--- src/hdl/mix_consts.svh ---
`ifndef MIX_CONSTS_SVH
`define MIX_CONSTS_SVH

// number of parallel mixing lanes, sets lane index width and capacity
`define MIX_NUM_LANES 4

// data word width of one flit
`define MIX_WORD_W 32

// constant added at the end of the mixing round
`define MIX_KEY 32'h9e3779b9

// rotate-left amount of the mixing round
`define MIX_ROT 5

`endif

--- src/hdl/mix_pkg.sv ---
`include "mix_consts.svh"

package mix_pkg;

    // one data word of the stream
    typedef logic [`MIX_WORD_W-1:0] word_t;

    // index of one lane, round-robin pointers use this
    typedef logic [$clog2(`MIX_NUM_LANES)-1:0] lane_idx_t;

    // one flit on every valid/ready link
    // last marks the end of a frame and is never touched
    typedef struct packed {
        word_t data;
        logic  last;
    } flit_t;

endpackage

--- src/hdl/lane_collect.sv ---
`timescale 1ns/1ps
`include "mix_consts.svh"

module lane_collect (
    input  logic                     clk,
    input  logic                     rst_n,

    // per-lane links
    input  logic [`MIX_NUM_LANES-1:0] i_lane_valid,
    input  mix_pkg::flit_t           i_lane_flit [`MIX_NUM_LANES],
    output logic [`MIX_NUM_LANES-1:0] o_lane_ready,

    // output stream
    output logic                     o_valid,
    output mix_pkg::flit_t           o_flit,
    input  logic                     i_ready
);

    localparam mix_pkg::lane_idx_t LAST_LANE = mix_pkg::lane_idx_t'(`MIX_NUM_LANES - 1);

    mix_pkg::lane_idx_t rd_ptr;
    logic               sel_valid;
    mix_pkg::flit_t     sel_flit;
    logic               reg_ready;
    logic               take;

    // lane under the read pointer feeds the output register
    assign sel_valid = i_lane_valid[rd_ptr];
    assign sel_flit  = i_lane_flit[rd_ptr];
    assign take      = sel_valid && reg_ready;

    // only the selected lane sees the register ready
    always_comb begin
        for (int i = 0; i < `MIX_NUM_LANES; i++) begin
            o_lane_ready[i] = reg_ready && (rd_ptr == mix_pkg::lane_idx_t'(i));
        end
    end

    // same wrap order as the dispatcher keeps flits in order
    always_ff @(posedge clk) begin
        if (!rst_n) begin
            rd_ptr <= '0;
        end else if (take) begin
            if (rd_ptr == LAST_LANE) begin
                rd_ptr <= '0;
            end else begin
                rd_ptr <= rd_ptr + mix_pkg::lane_idx_t'(1);
            end
        end
    end

    // output skid register drives the stream
    pipe_regs #(
        .DATA_WIDTH ($bits(mix_pkg::flit_t))
    ) u_out_regs (
        .clk        (clk),
        .rst_n      (rst_n),
        .i_valid    (sel_valid),
        .o_ready_up (reg_ready),
        .o_valid    (o_valid),
        .i_ready_dn (i_ready),
        .i_data     (sel_flit),
        .o_data     (o_flit)
    );

    // a lane waiting on a full register keeps its turn and its flit
    a_lane_hold: assert property (@(posedge clk) disable iff (!rst_n)
        (sel_valid && !reg_ready) |=> (sel_valid && $stable(sel_flit)));

endmodule

--- src/hdl/lane_dispatch.sv ---
`timescale 1ns/1ps
`include "mix_consts.svh"

module lane_dispatch (
    input  logic                     clk,
    input  logic                     rst_n,

    // input stream
    input  logic                     i_valid,
    input  mix_pkg::flit_t           i_flit,
    output logic                     o_ready,

    // per-lane links
    output logic [`MIX_NUM_LANES-1:0] o_lane_valid,
    output mix_pkg::flit_t           o_lane_flit [`MIX_NUM_LANES],
    input  logic [`MIX_NUM_LANES-1:0] i_lane_ready
);

    localparam mix_pkg::lane_idx_t LAST_LANE = mix_pkg::lane_idx_t'(`MIX_NUM_LANES - 1);

    mix_pkg::lane_idx_t wr_ptr;
    logic               accept;

    // input ready is the ready of the lane being written
    assign o_ready = i_lane_ready[wr_ptr];
    assign accept  = i_valid && o_ready;

    // flit goes out on every lane but valid only on the selected one
    always_comb begin
        for (int i = 0; i < `MIX_NUM_LANES; i++) begin
            o_lane_valid[i] = i_valid && (wr_ptr == mix_pkg::lane_idx_t'(i));
            o_lane_flit[i]  = i_flit;
        end
    end

    // write pointer steps once per accepted flit and wraps after the last lane
    always_ff @(posedge clk) begin
        if (!rst_n) begin
            wr_ptr <= '0;
        end else if (accept) begin
            if (wr_ptr == LAST_LANE) begin
                wr_ptr <= '0;
            end else begin
                wr_ptr <= wr_ptr + mix_pkg::lane_idx_t'(1);
            end
        end
    end

    // a waiting lane keeps its offer and its flit until it takes them
    a_offer_hold: assert property (@(posedge clk) disable iff (!rst_n)
        (i_valid && !o_ready) |=> ($stable(o_lane_valid) && $stable(i_flit)));

endmodule

--- src/hdl/mix_lane.sv ---
`timescale 1ns/1ps
`include "mix_consts.svh"

module mix_lane (
    input  logic           clk,
    input  logic           rst_n,

    // from the dispatcher
    input  logic           i_valid,
    input  mix_pkg::flit_t i_flit,
    output logic           o_ready,

    // to the collector
    output logic           o_valid,
    output mix_pkg::flit_t o_flit,
    input  logic           i_ready
);

    mix_pkg::word_t rot_word;
    mix_pkg::flit_t mixed_flit;

    // rotate left by the fixed amount
    assign rot_word = {i_flit.data[`MIX_WORD_W-1-`MIX_ROT:0],
                       i_flit.data[`MIX_WORD_W-1:`MIX_WORD_W-`MIX_ROT]};

    // mixing round: rotl xor input, then add key mod 2^32
    assign mixed_flit.data = (rot_word ^ i_flit.data) + `MIX_KEY;
    // frame marker is carried through as is
    assign mixed_flit.last = i_flit.last;

    // mix is combinational on entry, so the only latency is the skid register
    pipe_regs #(
        .DATA_WIDTH ($bits(mix_pkg::flit_t))
    ) u_regs (
        .clk        (clk),
        .rst_n      (rst_n),
        .i_valid    (i_valid),
        .o_ready_up (o_ready),
        .o_valid    (o_valid),
        .i_ready_dn (i_ready),
        .i_data     (mixed_flit),
        .o_data     (o_flit)
    );

endmodule

--- src/hdl/mix_top.sv ---
`timescale 1ns/1ps
`include "mix_consts.svh"

module mix_top (
    input  logic           clk,
    input  logic           rst_n,

    // input stream
    input  logic           i_valid,
    input  mix_pkg::flit_t i_flit,
    output logic           o_ready,

    // output stream
    output logic           o_valid,
    output mix_pkg::flit_t o_flit,
    input  logic           i_ready
);

    // dispatcher to lanes
    logic [`MIX_NUM_LANES-1:0] lane_in_valid;
    mix_pkg::flit_t           lane_in_flit [`MIX_NUM_LANES];
    logic [`MIX_NUM_LANES-1:0] lane_in_ready;

    // lanes to collector
    logic [`MIX_NUM_LANES-1:0] lane_out_valid;
    mix_pkg::flit_t           lane_out_flit [`MIX_NUM_LANES];
    logic [`MIX_NUM_LANES-1:0] lane_out_ready;

    lane_dispatch u_dispatch (
        .clk          (clk),
        .rst_n        (rst_n),
        .i_valid      (i_valid),
        .i_flit       (i_flit),
        .o_ready      (o_ready),
        .o_lane_valid (lane_in_valid),
        .o_lane_flit  (lane_in_flit),
        .i_lane_ready (lane_in_ready)
    );

    // one mixing lane per slot of the round-robin
    for (genvar g = 0; g < `MIX_NUM_LANES; g++) begin : g_lane
        mix_lane u_lane (
            .clk     (clk),
            .rst_n   (rst_n),
            .i_valid (lane_in_valid[g]),
            .i_flit  (lane_in_flit[g]),
            .o_ready (lane_in_ready[g]),
            .o_valid (lane_out_valid[g]),
            .o_flit  (lane_out_flit[g]),
            .i_ready (lane_out_ready[g])
        );
    end

    lane_collect u_collect (
        .clk          (clk),
        .rst_n        (rst_n),
        .i_lane_valid (lane_out_valid),
        .i_lane_flit  (lane_out_flit),
        .o_lane_ready (lane_out_ready),
        .o_valid      (o_valid),
        .o_flit       (o_flit),
        .i_ready      (i_ready)
    );

endmodule

--- src/hdl/pipe_regs.sv ---
`timescale 1ns/1ps
`include "mix_consts.svh"

module pipe_regs #(
    parameter int DATA_WIDTH = `MIX_WORD_W
) (
    input  logic                  clk,
    input  logic                  rst_n,

    // upstream handshake
    input  logic                  i_valid,
    output logic                  o_ready_up,

    // downstream handshake
    output logic                  o_valid,
    input  logic                  i_ready_dn,

    // payload
    input  logic [DATA_WIDTH-1:0] i_data,
    output logic [DATA_WIDTH-1:0] o_data
);

    // EMPTY: no data held
    // BUSY: output register holds data
    // FULL: output and buffer registers both hold data
    typedef enum logic [1:0] {
        EMPTY = 2'd0,
        BUSY  = 2'd1,
        FULL  = 2'd2
    } state_t;

    state_t                state;
    state_t                state_next;
    logic [DATA_WIDTH-1:0] buf_data;
    logic                  insert;
    logic                  remove;
    logic                  load;
    logic                  flow;
    logic                  fill;
    logic                  flush;
    logic                  unload;
    logic                  out_wren;

    // transfers on either side of the register
    assign insert = i_valid && o_ready_up;
    assign remove = o_valid && i_ready_dn;

    // load: empty pipe takes new data into output reg
    assign load   = (state == EMPTY) && insert && !remove;
    // flow: new data replaces the data leaving the output reg
    assign flow   = (state == BUSY) && insert && remove;
    // fill: output stalled, new data parks in the buffer reg
    assign fill   = (state == BUSY) && insert && !remove;
    // flush: buffered data moves up as the output leaves
    assign flush  = (state == FULL) && !insert && remove;
    // unload: last data leaves, pipe goes empty
    assign unload = (state == BUSY) && !insert && remove;

    always_comb begin
        state_next = state;
        if (fill) begin
            state_next = FULL;
        end else if (unload) begin
            state_next = EMPTY;
        end else if (load || flush) begin
            state_next = BUSY;
        end
    end

    always_ff @(posedge clk) begin
        if (!rst_n) begin
            state <= EMPTY;
        end else begin
            state <= state_next;
        end
    end

    // handshake outputs are registered from the next state
    always_ff @(posedge clk) begin
        if (!rst_n) begin
            o_ready_up <= 1'b1;
            o_valid    <= 1'b0;
        end else begin
            o_ready_up <= (state_next != FULL);
            o_valid    <= (state_next != EMPTY);
        end
    end

    assign out_wren = load || flow || flush;

    // skid slot, written only when the output is stalled
    always_ff @(posedge clk) begin
        if (fill) begin
            buf_data <= i_data;
        end
    end

    // output register, the skid slot has priority on flush
    always_ff @(posedge clk) begin
        if (out_wren) begin
            o_data <= flush ? buf_data : i_data;
        end
    end

    // a stalled output keeps its data until the consumer takes it
    a_stall_hold: assert property (@(posedge clk) disable iff (!rst_n)
        (o_valid && !i_ready_dn) |=> (o_valid && $stable(o_data)));

    a_state_legal: assert property (@(posedge clk) disable iff (!rst_n)
        state inside {EMPTY, BUSY, FULL});

endmodule

--- config.mk ---
export PLATFORM = sky130hd
export DESIGN_NAME = mix_top
export DESIGN_NICKNAME = d
export VERILOG_FILES = /design/src/hdl/mix_pkg.sv /design/src/hdl/lane_collect.sv /design/src/hdl/lane_dispatch.sv /design/src/hdl/mix_lane.sv /design/src/hdl/mix_top.sv /design/src/hdl/pipe_regs.sv
export VERILOG_INCLUDE_DIRS = /design/src /design/src/hdl
export SDC_FILE = /design/constraint.sdc
export NUM_CORES = 1
export LEC_CHECK = 0
export BUFFER_PORTS_ARGS = -buffer_cell sky130_fd_sc_hd__buf_2
export CAP_MARGIN = 20
export CORE_MARGIN = 2
export CORE_UTILIZATION = 63
export DETAILED_ROUTE_END_ITERATION = 8
export GPL_TIMING_DRIVEN = 0
export PLACE_DENSITY = 0.84
export SKIP_CTS_REPAIR_TIMING = 1
export SYNTH_ARGS = -nofsm -noshare
export SYNTH_HDL_FRONTEND = slang
export SYNTH_HIERARCHICAL = 1
export SYNTH_SLANG_ARGS = --single-unit
--- constraint.sdc ---
create_clock -name clk -period 6.8 [get_ports clk]
set_input_delay 1.36 -clock clk [delete_from_list [all_inputs] [get_ports clk]]
set_output_delay 1.36 -clock clk [all_outputs]
set_load 0.01 [all_outputs]
After elaboration in Yosys (flattened, before gate mapping)
Cells that the tools add are included.

word-level totals
  word-level logic and storage cells = 186
  flip-flop bits (word level) = 354
  input port bits = 37

cells by class
  magnitude comparators = 3
  multiplexer cells = 29
  reduce and logical (&&, ||, !) cells = 101
  add/subtract/negate cells = 3
  equality and inequality tests = 21
  bitwise operators = 2

operator list
  operator                number
  $mux 33                 7
  $bmux 33 s2             1
  $logic_and 1x1->1       64
  $mux 2                  17
  $add 32x32->32 const B  1
  $xor 32x32->32          1
  $eq 2x2->1 const B      9
  $logic_or 1x1->1        15
  $eq 2x1->1 const B      7
  $logic_not 2->1         7
  $logic_not 1->1         10
  $ne 2x2->1 const B      5
  $reduce_bool 2->1       5
  $lt 2x3->1 const B      2
  $add 2x1->2 const B     2
  $bmux 1 s2              2
  $ge 3x3->1 const B      1
  $not 2->3               1
  $mux 1                  2

Longest topological paths before layout
  depth in word-level cells = 11
  depth in mapped cells = 11
  depth with buffers taken out = 10

Cells and area by module
The synthesis kept the hierarchy.

modules (own cells, without submodules)
  module         area an instance (um2)  seq. area each (um2)  cells an instance  instances
  pipe_regs      2760.1                  2062.0                133                5
  mix_lane       1203.7                  0.0                   153                4
  lane_dispatch  1197.4                  40.0                  154                1
  lane_collect   1011.0                  40.0                  63                 1

Worst setup path after synthesis
Ideal clock, no wire load.

  path type = input to register
  start = input port i_valid
  end = register g_lane[3].u_lane.u_regs.o_ready_up
  path buffers = 0
  setup slack = 0.929 ns
  data required time = 6.493 ns
  stages on the path = 4
  data arrival time = 5.564 ns
  cells stage by stage = and2_1 nand2_2 nor4b_1 o21ai_0

on the way
  elaborated cells on any way between the ends = 16
  those cells by class = eq/ne (1); mux (3); reduce/logical (12)

RTL lines
  element                           line                 source
  start, declared                   mix_top.sv:9         input logic i_valid,
  $logic_and 1x1->1                 lane_dispatch.sv:31  o_lane_valid[i] = i_valid && (wr_ptr == mix_pkg::lane_idx_t'(i));
  $logic_and 1x1->1                 pipe_regs.sv:45      assign insert = i_valid && o_ready_up;
  $logic_and 1x1->1 (2 in series)   pipe_regs.sv:53      assign fill = (state == BUSY) && insert && !remove;
  net g_lane[3].u_lane.u_regs.fill  pipe_regs.sv:39      logic fill;
  $mux 2                            pipe_regs.sv:61      if (fill) begin
  $ne 2x2->1                        pipe_regs.sv:84      o_ready_up <= (state_next != FULL);
  end signal, assigned              pipe_regs.sv:84
  end, declared                     pipe_regs.sv:12      output logic o_ready_up,

The timed path passes the listed nets, and every way through them passes these cells.
A chain may end at the register's enable or synchronous reset.

==> metrics <==
top_reg_cell synth=edfxtp_1; TritonRoute pass-1 iters=5; GP Congestion=0.954; post-synth top area share=0.476; floorplan row count=66; Hold Path Class=reg2reg; ant diodes=0; final core utilization=0.712; Core Box Area=32,500 sq um; LEAKAGE=between 8 and 9 nW; vias per std cell=6.12; first-pass GRT wire length=74,400 um; Worst Hold Slack=roughly 0.54 ns; Adder-Cell Fraction of Synth Area=0.00721; crit start category=input pin; commonest cells in the netlist=330 x edfxtp_1, 145 x mux2_4, 145 x xnor2_1; starting density of the core=0.640; Clock Root Buffer=clkbuf_16; max cap viols=0; DP HPWL=approximately 40,000 um; count leader, synth=edfxtp_1; M1 GR Usage=0.398; Synth Cell Area=~21,000 sq um; final instance count without filler cells=approximately 2,100; post-synthesis sequential area ratio=0.499; fin crit share=0.545; synthesized net count=~1,500; CP Data Arrival Time=4.00 ns; total global-route track usage=0.295; Clock Sinks=around 350; Peak supply drop=174 uV; met3 GRT Util=0.0607; via count=12,700; kind of critical path=in2reg; Boundary Pins=72; chip width=186 um; post-route DRC violation count=0; Total Routed Length=50,600 um; worst skew pair latency=about 0.54 ns; detailed-route wire length per cell=24.5 um; largest net degree at the start of global routing=19; Synth Warn #=6; post-route antenna net violation count=0; FMAX=270 MHz; Post-Synth XOR/XNOR Area=0.122; Compound-Gate Fraction of Synth Area=0.0771; H-tree levels=2; drt first-iter violations=1,171; nets=1,650; CP max FO=4; CTS Buf Count=38; Seq cells post-synth=354; crit path time final=approximately 3.7 ns; initial antenna violation count=3; Design Power=6.22 mW; Post-Syn Instances=1,494; Crit path required time=7.09 ns; Post-synth EDFFs=between 300 and 400; Synth Area per Inst=13.9 sq um; vias in the first global route=12,400; status=finished clean; PortBufs=38; Die Ht=186 um; top post-synthesis cells by area=edfxtp_1 48%, mux2_4 10%, xnor2_1 6.1%; Post-Synth Simple-Gate Area=0.0735; Worst setup startpoint=i_flit[28]; Final Hold Vio Count=0; final setup TNS=0 ns; RSZ-0062 raised after global routing=false; Clock Skew=0.0207 ns; Unique masters post-synth=61; reg2reg start=u_collect/rd_ptr[1]; Synth async-reset ratio=0; Final Max Tran Viols=0; largest area contributor in the netlist=edfxtp_1; CP Capture Type=register; met2 GRT Util=0.495; P per Cell Area=~270 nW/um^2; CTS tree=done; Layout area overhead=11.2%; share of layout cells above drive strength 1=0.359; Least-Margin Pin Slew=0.960 ns; GR peak layer=met2; main combinational cell family by area after synthesis=multiplexers; mux cell area share after synthesis=0.156; die footprint=between 30,000 and 40,000 sq um; Hold Crit Start=u_collect/u_out_regs/buf_data[27]; Slew HR=0.360; # setup viols final=0; placed insts=2,003; Clock transition at path regs=approximately 0.060 ns; Max clock buf depth=3; GRT overflow=0
## path summary, 6_finish.rpt
kind                            cells after the start                                  end  slack, ns
worst max-delay path                               11   g_lane[0].u_lane/u_regs/o_data[31]       3.09
worst min-delay path                                1      u_collect/u_out_regs/o_data[27]       0.54
worst max register to register                     10  g_lane[1].u_lane/u_regs/buf_data[6]       3.15
worst min register to register                      1      u_collect/u_out_regs/o_data[27]       0.54
## state kept, by name, indices dropped and copies added (netlist names)
signal                           count
g_lane.u_lane/u_regs/buf_data      132
g_lane.u_lane/u_regs/o_data        132
u_collect/u_out_regs/buf_data       33
u_collect/u_out_regs/o_data         33
g_lane.u_lane/u_regs/state           8
g_lane.u_lane/u_regs/o_ready_up      4
g_lane.u_lane/u_regs/o_valid         4
u_collect/rd_ptr                     2
u_collect/u_out_regs/state           2
u_dispatch/wr_ptr                    2
u_collect/u_out_regs/o_ready_up      1
u_collect/u_out_regs/o_valid         1
## per-stage QoR
| step | worst slack, ns | cell area (sq um) |
|---|---|---|
| final | 3.09 | 23200 |
| after global routing | 2.96 | 23200 |
| after CTS | 3.14 | 23200 |
| after floorplan | 0.929 | 20800 |
| after global placement | -1.84 | 21600 |
| after detailed placement | 2.63 | 22000 |
## routing by layer
metal / wire [um] / share of wire
met2: 24400 / 0.48
met5: 0 / 0
met1: 20500 / 0.40
met4: 1250 / 0.025
met3: 4490 / 0.089
## cell usage in the layout (no fill, tap or decap), types with 10 or more instances in the layout
| master | instances |
|---|---|
| dfxtp_1 | 24 |
| o21ai_0 | 34 |
| clkbuf_16 | 39 |
| edfxtp_1 | 330 |
| o21ai_1 | 20 |
| mux4_2 | 33 |
| mux2_4 | 145 |
| xnor2_1 | 145 |
| ha_1 | 12 |
| a21boi_0 | 10 |
| nor2_1 | 49 |
| nand2_1 | 62 |
| mux2_2 | 22 |
| buf_6 | 16 |
| nor3_1 | 20 |
| and3_1 | 13 |
| buf_4 | 155 |
| xor2_2 | 20 |
| a31oi_1 | 18 |
| a21oi_1 | 25 |
| xor2_1 | 92 |
| inv_1 | 30 |
| buf_2 | 52 |
| nand2b_1 | 16 |
| and2_1 | 12 |
| a21o_1 | 13 |
## critical path, cell delays in order
cell       delay [ns]
buf_4            0.13
xnor2_1          0.46
inv_1            0.12
ha_1             0.26
inv_1            0.11
o2111a_1         0.35
o211ai_4         0.14
a2111oi_2        0.49
a311oi_2         0.10
xnor2_1          0.18
mux2_2           0.28
## where the power goes
group	switching [mW]	leakage [nW]	internal, mW
logic	0.799	4.92	0.714
clock network	0.855	0.585	1.13
registers	0.0533	3.19	2.66
## logic make-up after synthesis
group                    after synthesis
flip-flops                           354
adder cells (fa/ha/maj)               12
XOR/XNOR                             265
AO/OA/AOI/OAI                        217
buffers and inverters                195
AND/OR/NAND/NOR                      247
multiplexers                         204
## cell type report
type	instances	area, sq um
Timing Repair Buffer	67	488
Fill cell	2227	9370
Buffer	165	1260
Clock inverter	26	211
Clock buffer	42	987
Inverter	30	113
Multi-Input combinational cell	945	9160
Sequential cell	354	10400
Tap cell	442	553
No activity file was read; power rests on OpenSTA's default activity.
